File: src/cpu_pkg.sv
`default_nettype none

package cpu_pkg;

	// Widths
	localparam int data_w = 8;
	localparam int sel_w = 5;
	localparam int num_regs = 4;
	localparam int alu_op_w = 3;
	localparam int cycle_w = 3;

	// Opcodes, first byte of every instruction
	localparam logic [data_w-1:0] op_halt = 8'h00;
	localparam logic [data_w-1:0] op_noop = 8'h01;
	localparam logic [data_w-1:0] op_jump = 8'h03;
	localparam logic [data_w-1:0] op_math = 8'h04;
	localparam logic [data_w-1:0] op_ldfi = 8'h06;
	localparam logic [data_w-1:0] op_cpfr = 8'h08;
	localparam logic [data_w-1:0] op_stom = 8'h09;
	localparam logic [data_w-1:0] op_jinz = 8'h0a;

	// Bus sources; a register code in a program byte is its select code
	localparam logic [sel_w-1:0] sel_reg0 = 5'd0;
	localparam logic [sel_w-1:0] sel_reg1 = 5'd1;
	localparam logic [sel_w-1:0] sel_reg2 = 5'd2;
	localparam logic [sel_w-1:0] sel_reg3 = 5'd3;
	localparam logic [sel_w-1:0] sel_d_in = 5'd8;
	localparam logic [sel_w-1:0] sel_rax = 5'd9;
	localparam logic [sel_w-1:0] sel_ram = 5'd10;
	localparam logic [sel_w-1:0] sel_rip = 5'd11;
	localparam logic [sel_w-1:0] sel_rip_1 = 5'd12;
	localparam logic [sel_w-1:0] sel_zero = 5'd13;

	// ALU operations
	localparam logic [alu_op_w-1:0] alu_add = 3'd0;
	localparam logic [alu_op_w-1:0] alu_sub = 3'd1;
	localparam logic [alu_op_w-1:0] alu_and = 3'd2;
	localparam logic [alu_op_w-1:0] alu_or = 3'd3;
	localparam logic [alu_op_w-1:0] alu_xor = 3'd4;

	// Controller word to the datapath
	typedef struct packed {
		logic [sel_w-1:0] select;
		logic load_addr;
		logic load_rip;
		logic load_alu;
		logic write_ram;
		logic [num_regs-1:0] load_reg;
	} ctrl_t;

	typedef struct packed {
		logic carry;
		logic equal;
		logic zero;
	} flags_t;

endpackage

`default_nettype wire

File: src/cpu_alu.sv
`timescale 1ns/10ps
`default_nettype none

module cpu_alu (
	input wire [cpu_pkg::data_w-1:0] i_a,
	input wire [cpu_pkg::data_w-1:0] i_b,
	input wire [cpu_pkg::data_w-1:0] i_op,
	output logic [cpu_pkg::data_w-1:0] o_result,
	output cpu_pkg::flags_t o_flags
);
	// Extra top bit carries out of add and borrows out of subtract
	logic [cpu_pkg::data_w:0] m_wide;

	always_comb begin
		case (i_op[cpu_pkg::alu_op_w-1:0])
			cpu_pkg::alu_add: m_wide = {1'b0, i_a} + {1'b0, i_b};
			cpu_pkg::alu_sub: m_wide = {1'b0, i_a} - {1'b0, i_b};
			cpu_pkg::alu_and: m_wide = {1'b0, i_a & i_b};
			cpu_pkg::alu_or: m_wide = {1'b0, i_a | i_b};
			cpu_pkg::alu_xor: m_wide = {1'b0, i_a ^ i_b};
			default: m_wide = '0;
		endcase
	end

	assign o_result = m_wide[cpu_pkg::data_w-1:0];

	// Equal looks at the operands, zero at the result
	assign o_flags = '{
		carry: m_wide[cpu_pkg::data_w],
		equal: (i_a == i_b),
		zero: (m_wide[cpu_pkg::data_w-1:0] == '0)
	};
endmodule

`default_nettype wire

File: src/cpu_ram.sv
`timescale 1ns/10ps
`default_nettype none

module cpu_ram (
	input wire i_clk,
	input wire [cpu_pkg::data_w-1:0] i_addr,
	input wire [cpu_pkg::data_w-1:0] i_wdata,
	input wire i_we,
	output logic [cpu_pkg::data_w-1:0] o_q
);
	logic [cpu_pkg::data_w-1:0] m_mem [2**cpu_pkg::data_w];

	// Write-first, so a write shows up on the read port next cycle
	always_ff @(posedge i_clk) begin
		if (i_we) begin
			m_mem[i_addr] <= i_wdata;
			o_q <= i_wdata;
		end else begin
			o_q <= m_mem[i_addr];
		end
	end
endmodule

`default_nettype wire

File: src/cpu_regs.sv
`timescale 1ns/10ps
`default_nettype none

module cpu_regs (
	input wire i_clk,
	input wire i_reset,
	input wire cpu_pkg::ctrl_t i_ctrl,
	input wire [cpu_pkg::data_w-1:0] i_data_in,
	input wire [cpu_pkg::data_w-1:0] i_ram_q,
	input wire [cpu_pkg::data_w-1:0] i_alu_result,
	input wire cpu_pkg::flags_t i_alu_flags,
	output logic [cpu_pkg::data_w-1:0] o_bus,
	output logic [cpu_pkg::data_w-1:0] o_mar,
	output logic [cpu_pkg::data_w-1:0] o_r0,
	output logic [cpu_pkg::data_w-1:0] o_r1,
	output cpu_pkg::flags_t o_flags
);
	logic [cpu_pkg::data_w-1:0] m_rip;
	logic [cpu_pkg::data_w-1:0] m_rax;
	logic [cpu_pkg::data_w-1:0] m_gpr [cpu_pkg::num_regs];
	logic m_sel_defined;
	logic m_any_enable;

	// Internal byte bus
	always_comb begin
		case (i_ctrl.select)
			cpu_pkg::sel_reg0: o_bus = m_gpr[0];
			cpu_pkg::sel_reg1: o_bus = m_gpr[1];
			cpu_pkg::sel_reg2: o_bus = m_gpr[2];
			cpu_pkg::sel_reg3: o_bus = m_gpr[3];
			cpu_pkg::sel_d_in: o_bus = i_data_in;
			cpu_pkg::sel_rax: o_bus = m_rax;
			cpu_pkg::sel_ram: o_bus = i_ram_q;
			cpu_pkg::sel_rip: o_bus = m_rip;
			cpu_pkg::sel_rip_1: o_bus = m_rip + 1'b1;
			cpu_pkg::sel_zero: o_bus = '0;
			default: o_bus = '0;
		endcase
	end

	always_ff @(posedge i_clk) begin
		if (i_reset) begin
			o_mar <= '0;
			m_rip <= '0;
			o_flags <= '0;
		end else begin
			if (i_ctrl.load_addr)
				o_mar <= o_bus;
			if (i_ctrl.load_rip)
				m_rip <= o_bus;
			if (i_ctrl.load_alu)
				o_flags <= i_alu_flags;
		end
	end

	// Accumulator and general registers
	always_ff @(posedge i_clk) begin
		if (i_ctrl.load_alu)
			m_rax <= i_alu_result;
		for (int i = 0; i < cpu_pkg::num_regs; i++) begin
			if (i_ctrl.load_reg[i])
				m_gpr[i] <= o_bus;
		end
	end

	assign o_r0 = m_gpr[0];
	assign o_r1 = m_gpr[1];

	assign m_sel_defined = (i_ctrl.select <= cpu_pkg::sel_reg3) ||
		(i_ctrl.select >= cpu_pkg::sel_d_in && i_ctrl.select <= cpu_pkg::sel_zero);
	assign m_any_enable = i_ctrl.load_addr | i_ctrl.load_rip | i_ctrl.load_alu |
		i_ctrl.write_ram | (|i_ctrl.load_reg);

	// A program byte with a bad register code must not reach a load
	a_select_defined: assert property (@(posedge i_clk) disable iff (i_reset)
		m_any_enable |-> m_sel_defined)
		else $error("undefined bus select %0d with a load enabled", i_ctrl.select);
endmodule

`default_nettype wire

File: src/cpu_control.sv
`timescale 1ns/10ps
`default_nettype none

module cpu_control (
	input wire i_clk,
	input wire i_reset,
	input wire i_load_addr,
	input wire i_load_data,
	input wire i_execute,
	input wire [cpu_pkg::data_w-1:0] i_ram_q,
	input wire cpu_pkg::flags_t i_flags,
	output cpu_pkg::ctrl_t o_ctrl,
	output logic o_waiting
);
	typedef enum logic [3:0] {
		st_load_addr,
		st_load_addr_wait,
		st_load_data,
		st_load_data_wait,
		st_pre_execute,
		st_fetch,
		st_inc_rip,
		st_halt,
		st_noop,
		st_jump,
		st_math,
		st_ldfi,
		st_cpfr,
		st_stom,
		st_jinz
	} state_t;

	state_t m_state;
	state_t m_next;
	logic [cpu_pkg::cycle_w-1:0] m_cycle;
	logic [cpu_pkg::sel_w-1:0] m_code;
	logic m_latch_code;

	// Unknown opcodes fall into HALT
	function automatic state_t decode_op(input logic [cpu_pkg::data_w-1:0] op);
		case (op)
			cpu_pkg::op_halt: decode_op = st_halt;
			cpu_pkg::op_noop: decode_op = st_noop;
			cpu_pkg::op_jump: decode_op = st_jump;
			cpu_pkg::op_math: decode_op = st_math;
			cpu_pkg::op_ldfi: decode_op = st_ldfi;
			cpu_pkg::op_cpfr: decode_op = st_cpfr;
			cpu_pkg::op_stom: decode_op = st_stom;
			cpu_pkg::op_jinz: decode_op = st_jinz;
			default: decode_op = st_halt;
		endcase
	endfunction

	// One-hot load enable for a register code and none for any other code
	function automatic logic [cpu_pkg::num_regs-1:0] reg_onehot(
		input logic [cpu_pkg::sel_w-1:0] code
	);
		reg_onehot = '0;
		if (code <= cpu_pkg::sel_reg3)
			reg_onehot[code[1:0]] = 1'b1;
	endfunction

	assign o_waiting = (m_state == st_load_addr);

	always_comb begin
		m_next = m_state;
		case (m_state)
			st_load_addr: begin
				if (i_load_addr)
					m_next = st_load_addr_wait;
				else if (i_execute)
					m_next = st_pre_execute;
			end
			st_load_addr_wait: if (!i_load_addr) m_next = st_load_data;
			st_load_data: if (i_load_data) m_next = st_load_data_wait;
			st_load_data_wait: if (!i_load_data) m_next = st_load_addr;
			st_pre_execute: if (!i_execute) m_next = st_fetch;
			st_fetch, st_inc_rip: if (m_cycle == 2) m_next = decode_op(i_ram_q);
			st_halt: m_next = st_load_addr;
			st_noop: m_next = st_inc_rip;
			st_jump: if (m_cycle == 2) m_next = st_fetch;
			st_math: if (m_cycle == 2) m_next = st_inc_rip;
			st_ldfi, st_cpfr: if (m_cycle == 3) m_next = st_inc_rip;
			st_stom: if (m_cycle == 4) m_next = st_inc_rip;
			st_jinz: begin
				// With zero set the operand was already stepped over in cycle 0
				if (m_cycle == 0 && i_flags.zero)
					m_next = st_inc_rip;
				else if (m_cycle == 2)
					m_next = st_fetch;
			end
			default: m_next = st_load_addr;
		endcase
	end

	always_comb begin
		o_ctrl = '0;
		o_ctrl.select = cpu_pkg::sel_zero;
		m_latch_code = 1'b0;
		case (m_state)
			st_load_addr: if (i_load_addr) begin
				o_ctrl.select = cpu_pkg::sel_d_in;
				o_ctrl.load_addr = 1'b1;
			end
			st_load_data: if (i_load_data) begin
				o_ctrl.select = cpu_pkg::sel_d_in;
				o_ctrl.write_ram = 1'b1;
			end
			st_pre_execute: begin
				o_ctrl.load_rip = 1'b1;
				o_ctrl.load_addr = 1'b1;
			end
			st_fetch: if (m_cycle == 0) begin
				o_ctrl.select = cpu_pkg::sel_rip;
				o_ctrl.load_addr = 1'b1;
			end
			st_inc_rip, st_math, st_jinz: begin
				if (m_cycle == 0) begin
					o_ctrl.select = cpu_pkg::sel_rip_1;
					o_ctrl.load_rip = 1'b1;
					o_ctrl.load_addr = 1'b1;
				end else if (m_cycle == 2 && m_state == st_math) begin
					o_ctrl.load_alu = 1'b1;
				end else if (m_cycle == 2 && m_state == st_jinz) begin
					o_ctrl.select = cpu_pkg::sel_ram;
					o_ctrl.load_rip = 1'b1;
				end
			end
			st_jump: begin
				// Only MAR moves to the operand and RIP takes the target directly
				if (m_cycle == 0) begin
					o_ctrl.select = cpu_pkg::sel_rip_1;
					o_ctrl.load_addr = 1'b1;
				end else if (m_cycle == 2) begin
					o_ctrl.select = cpu_pkg::sel_ram;
					o_ctrl.load_rip = 1'b1;
				end
			end
			st_ldfi, st_cpfr, st_stom: begin
				if (m_cycle <= 1) begin
					// Step RIP over both operand bytes
					o_ctrl.select = cpu_pkg::sel_rip_1;
					o_ctrl.load_rip = 1'b1;
					o_ctrl.load_addr = 1'b1;
				end else if (m_cycle == 2) begin
					m_latch_code = 1'b1;
				end else if (m_state == st_ldfi) begin
					o_ctrl.select = cpu_pkg::sel_ram;
					o_ctrl.load_reg = reg_onehot(m_code);
				end else if (m_state == st_cpfr) begin
					// Second operand byte is the source register code
					o_ctrl.select = i_ram_q[cpu_pkg::sel_w-1:0];
					o_ctrl.load_reg = reg_onehot(m_code);
				end else if (m_cycle == 3) begin
					o_ctrl.select = cpu_pkg::sel_ram;
					o_ctrl.load_addr = 1'b1;
				end else begin
					o_ctrl.select = m_code;
					o_ctrl.write_ram = 1'b1;
				end
			end
			default: ;
		endcase
	end

	always_ff @(posedge i_clk) begin
		if (i_reset) begin
			m_state <= st_load_addr;
			m_cycle <= '0;
		end else begin
			m_state <= m_next;
			// Saturate so that cycle 0 actions never repeat
			if (m_next != m_state)
				m_cycle <= '0;
			else if (m_cycle != '1)
				m_cycle <= m_cycle + 1'b1;
		end
	end

	always_ff @(posedge i_clk) begin
		if (m_latch_code)
			m_code <= i_ram_q[cpu_pkg::sel_w-1:0];
	end

	// The destination code of LDFI or CPFR must name exactly one register
	a_load_reg_onehot: assert property (@(posedge i_clk) disable iff (i_reset)
		(m_state inside {st_ldfi, st_cpfr} && m_cycle == 3) |-> $onehot(o_ctrl.load_reg))
		else $error("register load without a single destination register");
endmodule

`default_nettype wire

File: src/cpu_top.sv
`timescale 1ns/10ps
`default_nettype none

module cpu_top (
	input wire i_clk,
	input wire i_reset,
	input wire i_load_addr,
	input wire i_load_data,
	input wire i_execute,
	input wire [cpu_pkg::data_w-1:0] i_data_in,
	output logic [cpu_pkg::data_w-1:0] o_data_out,
	output logic o_waiting
);
	cpu_pkg::ctrl_t m_ctrl;
	cpu_pkg::flags_t m_alu_flags;
	cpu_pkg::flags_t m_flags;
	logic [cpu_pkg::data_w-1:0] m_bus;
	logic [cpu_pkg::data_w-1:0] m_mar;
	logic [cpu_pkg::data_w-1:0] m_r0;
	logic [cpu_pkg::data_w-1:0] m_r1;
	logic [cpu_pkg::data_w-1:0] m_ram_q;
	logic [cpu_pkg::data_w-1:0] m_alu_result;

	// Front panel shows whatever the RAM reads at MAR
	assign o_data_out = m_ram_q;

	cpu_control u_control (
		.i_clk(i_clk),
		.i_reset(i_reset),
		.i_load_addr(i_load_addr),
		.i_load_data(i_load_data),
		.i_execute(i_execute),
		.i_ram_q(m_ram_q),
		.i_flags(m_flags),
		.o_ctrl(m_ctrl),
		.o_waiting(o_waiting)
	);

	cpu_regs u_regs (
		.i_clk(i_clk),
		.i_reset(i_reset),
		.i_ctrl(m_ctrl),
		.i_data_in(i_data_in),
		.i_ram_q(m_ram_q),
		.i_alu_result(m_alu_result),
		.i_alu_flags(m_alu_flags),
		.o_bus(m_bus),
		.o_mar(m_mar),
		.o_r0(m_r0),
		.o_r1(m_r1),
		.o_flags(m_flags)
	);

	// The ALU op is always the byte the RAM is reading
	cpu_alu u_alu (
		.i_a(m_r0),
		.i_b(m_r1),
		.i_op(m_ram_q),
		.o_result(m_alu_result),
		.o_flags(m_alu_flags)
	);

	cpu_ram u_ram (
		.i_clk(i_clk),
		.i_addr(m_mar),
		.i_wdata(m_bus),
		.i_we(m_ctrl.write_ram),
		.o_q(m_ram_q)
	);
endmodule

`default_nettype wire

File: config.mk
export PLATFORM = sky130hd
export DESIGN_NAME = cpu_top
export DESIGN_NICKNAME = d
export VERILOG_FILES = /design/src/cpu_pkg.sv /design/src/cpu_alu.sv /design/src/cpu_ram.sv /design/src/cpu_regs.sv /design/src/cpu_control.sv /design/src/cpu_top.sv
export SDC_FILE = /design/constraint.sdc
export NUM_CORES = 2
export LEC_CHECK = 0
export BUFFER_PORTS_ARGS = -buffer_cell sky130_fd_sc_hd__buf_2
export CAP_MARGIN = 20
export CORE_ASPECT_RATIO = 1.4
export CORE_MARGIN = 2
export CORE_UTILIZATION = 63
export DETAILED_ROUTE_END_ITERATION = 10
export PLACE_DENSITY = 0.79
export SKIP_LAST_GASP = 1
export SLEW_MARGIN = 20
export SYNTH_ARGS = -nofsm -noshare
export SYNTH_HDL_FRONTEND = slang
export SYNTH_SLANG_ARGS = --single-unit
File: constraint.sdc
create_clock -name i_clk -period 28.7 [get_ports i_clk]
set_input_delay 1.435 -clock i_clk [delete_from_list [all_inputs] [get_ports i_clk]]
set_output_delay 1.435 -clock i_clk [all_outputs]
set_load 0.1 [all_outputs]
==> qor.yml <==
status:
  status: "finished, final reports clean"
placement:
  placed_area_um2: 86600
  place.gp.congestion: 1.02
  place_inst: 5975
  place_ws_ns: 19.73
  hpwl_um: 129000
  port_buffers: 21
worst_setup_path:
  r2r_cells: 14
  path_common_cell: "buf_6"
  worstPathRequired_ns: 29.16
  cp_slowest_cell: "o21a_1"
  path_cells: "buf_12 > buf_4 > mux4_2 > a22oi_1 > o211ai_1 > nor2_1 > a32oi_1 > nand3_2 > o21a_1 > and4_1 > nand3_1 > nand3_4 > buf_6 > buf_6"
  crit_fanout: 107
  critPathArrivalTime_ns: 9.11
  cp-start-kind: "flip-flop"
  r2r_slack_ns: 20.05
  r2r-end: "u_ram.m_mem[254][6]"
  path_class: "flip-flop to flip-flop"
  crit_path_end: "u_ram.m_mem[254][6]"
  max_stage_delay_ns: 0.88
  crit_path_end_kind: "flip-flop"
route:
  antenna_left: 0
  wire_per_inst_um: 34.2
  drtIter0Drc: 6189
  drc: 0
  vias_per_cell: 7.05
  wirelength_um: 215000
  via_count: 44400
  first_pass_iters: 9
sta:
  slew_violations: 0
  fin_crit_sh_pct: 30.1
  finalHoldViolations: 0
  fin_ws_ns: 20.05
  max_freq_mhz: 116
  setup_viol: 0
  slew_headroom_pct: 8.23
  tightest_slew_ns: 1.36
  clock_skew_ns: 0.0420
  fin_crit_ns: 8.65
  setup_tns_ns: 0
  grt_setup_unrepaired: "false"
cts:
  cts-buffers-inserted: 181
  cts_sinks: 2125
  cts_root_buffer: "clkbuf_16"
  post-cts-setup-buffers: 0
  clk_pin_slew_ns: 0.07
  cts_tree: "yes"
  post_cts_resized: 0
  htreeDepth: 4
  cts_hold_buf: 0
  clock_path_buffers: 3
  clk_latency_ns: 0.83
floorplanning:
  ios: 22
  die_x_um: 314
  coreArea_um2: 134000
  die_area_um2: 138000
  start_util_pct: 63.4
  die_y_um: 438
  row_count: 159
synthesis:
  synthTopCellsByArea: "edfxtp_1, mux4_2, mux2i_1"
  synth_most_common_cell: "edfxtp_1"
  yosysTopAreaCell: "edfxtp_1"
  ys_ff_latch: 2125
  ys_types: 87
  async_flop_share_pct: 0
  synthTopCellsByCount: "edfxtp_1, mux4_2, nor2_1"
  syn-num-nets: 4396
  syn_inst: 4349
  synth-seq-area-share_pct: 74.8
  ys_warn_count: 0
  synth_edf_count: 2093
  synth_top_area_share_pct: 74.1
  synthFlopType: "edfxtp_1"
  synth_area_per_cell_um2: 19.5
  synth_area_um2: 84900
grt:
  grt-ovfl-total: 0
  grt_pass1_vias: 44200
  grt_start_max_net_pins: 261
  antenna_found_initial: 4
  grtUsageTotal_pct: 31.6
  grt_pass1_wl_um: 309000
finish:
  fill_cells: 7847
  fin_nets: 4437
  drive_gt1_share_pct: 19.3
  syn2layout_area_growth_pct: 8.92
  utilization_pct: 69.0
  final_cells: 6303
  fin_area_um2: 92400
pwr:
  powerDensity_nw_per_um2: 84.3
  leakagePower_nw: 28.3
  peakVddDrop_mv: 0.0734
flow_run:
  cap_violations: 0
worst_hold_path:
  min_from: "u_regs.o_mar[1]"
  worst_hold_path_type: "flip-flop to flip-flop"
==> power by group <==
group	total, mW	internal [mW]	switching, mW
registers	3.76	3.72	0.0401
logic	1.60	0.486	1.12
clock network	2.43	1.34	1.09
==> per-stage QoR <==
| step | total power, mW | hold WS, ns |
|---|---|---|
| global placement | 5.35 | 0.384 |
| CTS | 7.77 | 0.389 |
| global route | 7.97 | 0.411 |
| finish | 7.80 | 0.398 |
| detailed placement | 5.38 | 0.391 |
| floorplan | 5.03 | 0.329 |
==> cells in the final DEF (no fill, tap or decap), types with 7 or more instances in the layout <==
| cell type | netlist | layout |
|---|---|---|
| o21ai_0 | 49 | 46 |
| mux4_2 | 440 | 440 |
| nand2b_1 | 16 | 15 |
| o221ai_1 | 10 | 10 |
| a22o_1 | 13 | 13 |
| dfxtp_1 | 32 | 27 |
| nand4_1 | 11 | 11 |
| nand3_1 | 46 | 45 |
| clkbuf_1 | 81 | 39 |
| clkinv_2 | 0 | 23 |
| o211ai_1 | 20 | 20 |
| or4_1 | 7 | 7 |
| inv_1 | 44 | 44 |
| buf_2 | 76 | 21 |
| clkbuf_16 | 0 | 185 |
| a22oi_1 | 136 | 136 |
| nor2b_1 | 37 | 36 |
| a211oi_1 | 26 | 26 |
| mux2i_1 | 227 | 227 |
| nand2_1 | 114 | 108 |
| a21oi_1 | 97 | 96 |
| ha_1 | 33 | 33 |
| or2_2 | 9 | 9 |
| o22ai_1 | 42 | 42 |
| clkinvlp_4 | 0 | 7 |
| buf_4 | 53 | 73 |
| a21o_1 | 8 | 8 |
| a31oi_1 | 10 | 10 |
| xnor2_1 | 10 | 10 |
| bufinv_16 | 0 | 17 |
| nor2_1 | 338 | 337 |
| nor3_1 | 30 | 30 |
| and3_1 | 11 | 11 |
| and2_1 | 10 | 10 |
| clkinv_1 | 1 | 39 |
| edfxtp_1 | 2093 | 2093 |
| buf_6 | 25 | 7 |
| mux2_2 | 31 | 31 |
| nor4_1 | 22 | 22 |
==> final cells by class <==
type | instances | area (µm²) | area share (%)
timing repair buffer | 109 | 907 | 0.981
multi-input combinational | 1928 | 19900 | 21.5
clock buffer | 224 | 4780 | 5.17
antenna | 3 | 7.51 | 0.00812
inverter | 45 | 169 | 0.183
clock inverter | 98 | 978 | 1.06
sequential | 2125 | 63500 | 68.7
tap | 1771 | 2220 | 2.40
==> critical path, delay by kind of cell (launching register included) <==
kind	cells	cell delay (ns)
compound gates	4	1.61
buf+inv	4	2.73
flops	1	0.83
mux	1	0.41
simple gates	5	2.21
==> cell families (layout without fill, tap and decap cells) <==
family | Yosys count | in the layout | share of synthesized area [%]
other | 0 | 3 | 0
muxes | 702 | 702 | 14.9
and+or+nand+nor | 689 | 689 | 3.77
adders and majority gates | 34 | 34 | 0.510
AOI/OAI and AO/OA | 489 | 489 | 3.99
DFF | 2125 | 2125 | 74.8
buffers and inverters | 296 | 476 | 1.90
xor gates and xnor gates | 14 | 14 | 0.144
==> state kept, by name, summed over array words and instances (netlist names), named ones only <==
signal             flops
u_control.m_code       5
u_control.m_cycle      3
u_regs.m_rax           8
u_regs.o_flags         1
u_control.m_state      4
u_regs.o_mar           8
u_ram.m_mem         2048
u_regs.m_rip           8
u_regs.m_gpr          32
==> metal layers <==
metal | part of all wire (%) | track usage (%) | up-vias
met5 | 0.018 | 0 | -
li1 | - | - | 17900
met3 | 9.5 | 6.80 | 722
met2 | 49 | 51.1 | 2980
met1 | 33 | 38.4 | 22800
met4 | 8.4 | 22.0 | 6
==> how the worst min path moves through the flow <==
| stage | end | slack (ns) | depth (start not counted) |
|---|---|---|---|
| finish | flip-flop | 0.40 | 0 |
| detailed placement | flip-flop | 0.39 | 0 |
| CTS | flip-flop | 0.39 | 0 |
| global route | flip-flop | 0.41 | 0 |
| floorplan | flip-flop | 0.33 | 0 |
| global placement | flip-flop | 0.38 | 0 |
No activity file was read; power rests on OpenSTA's default activity.
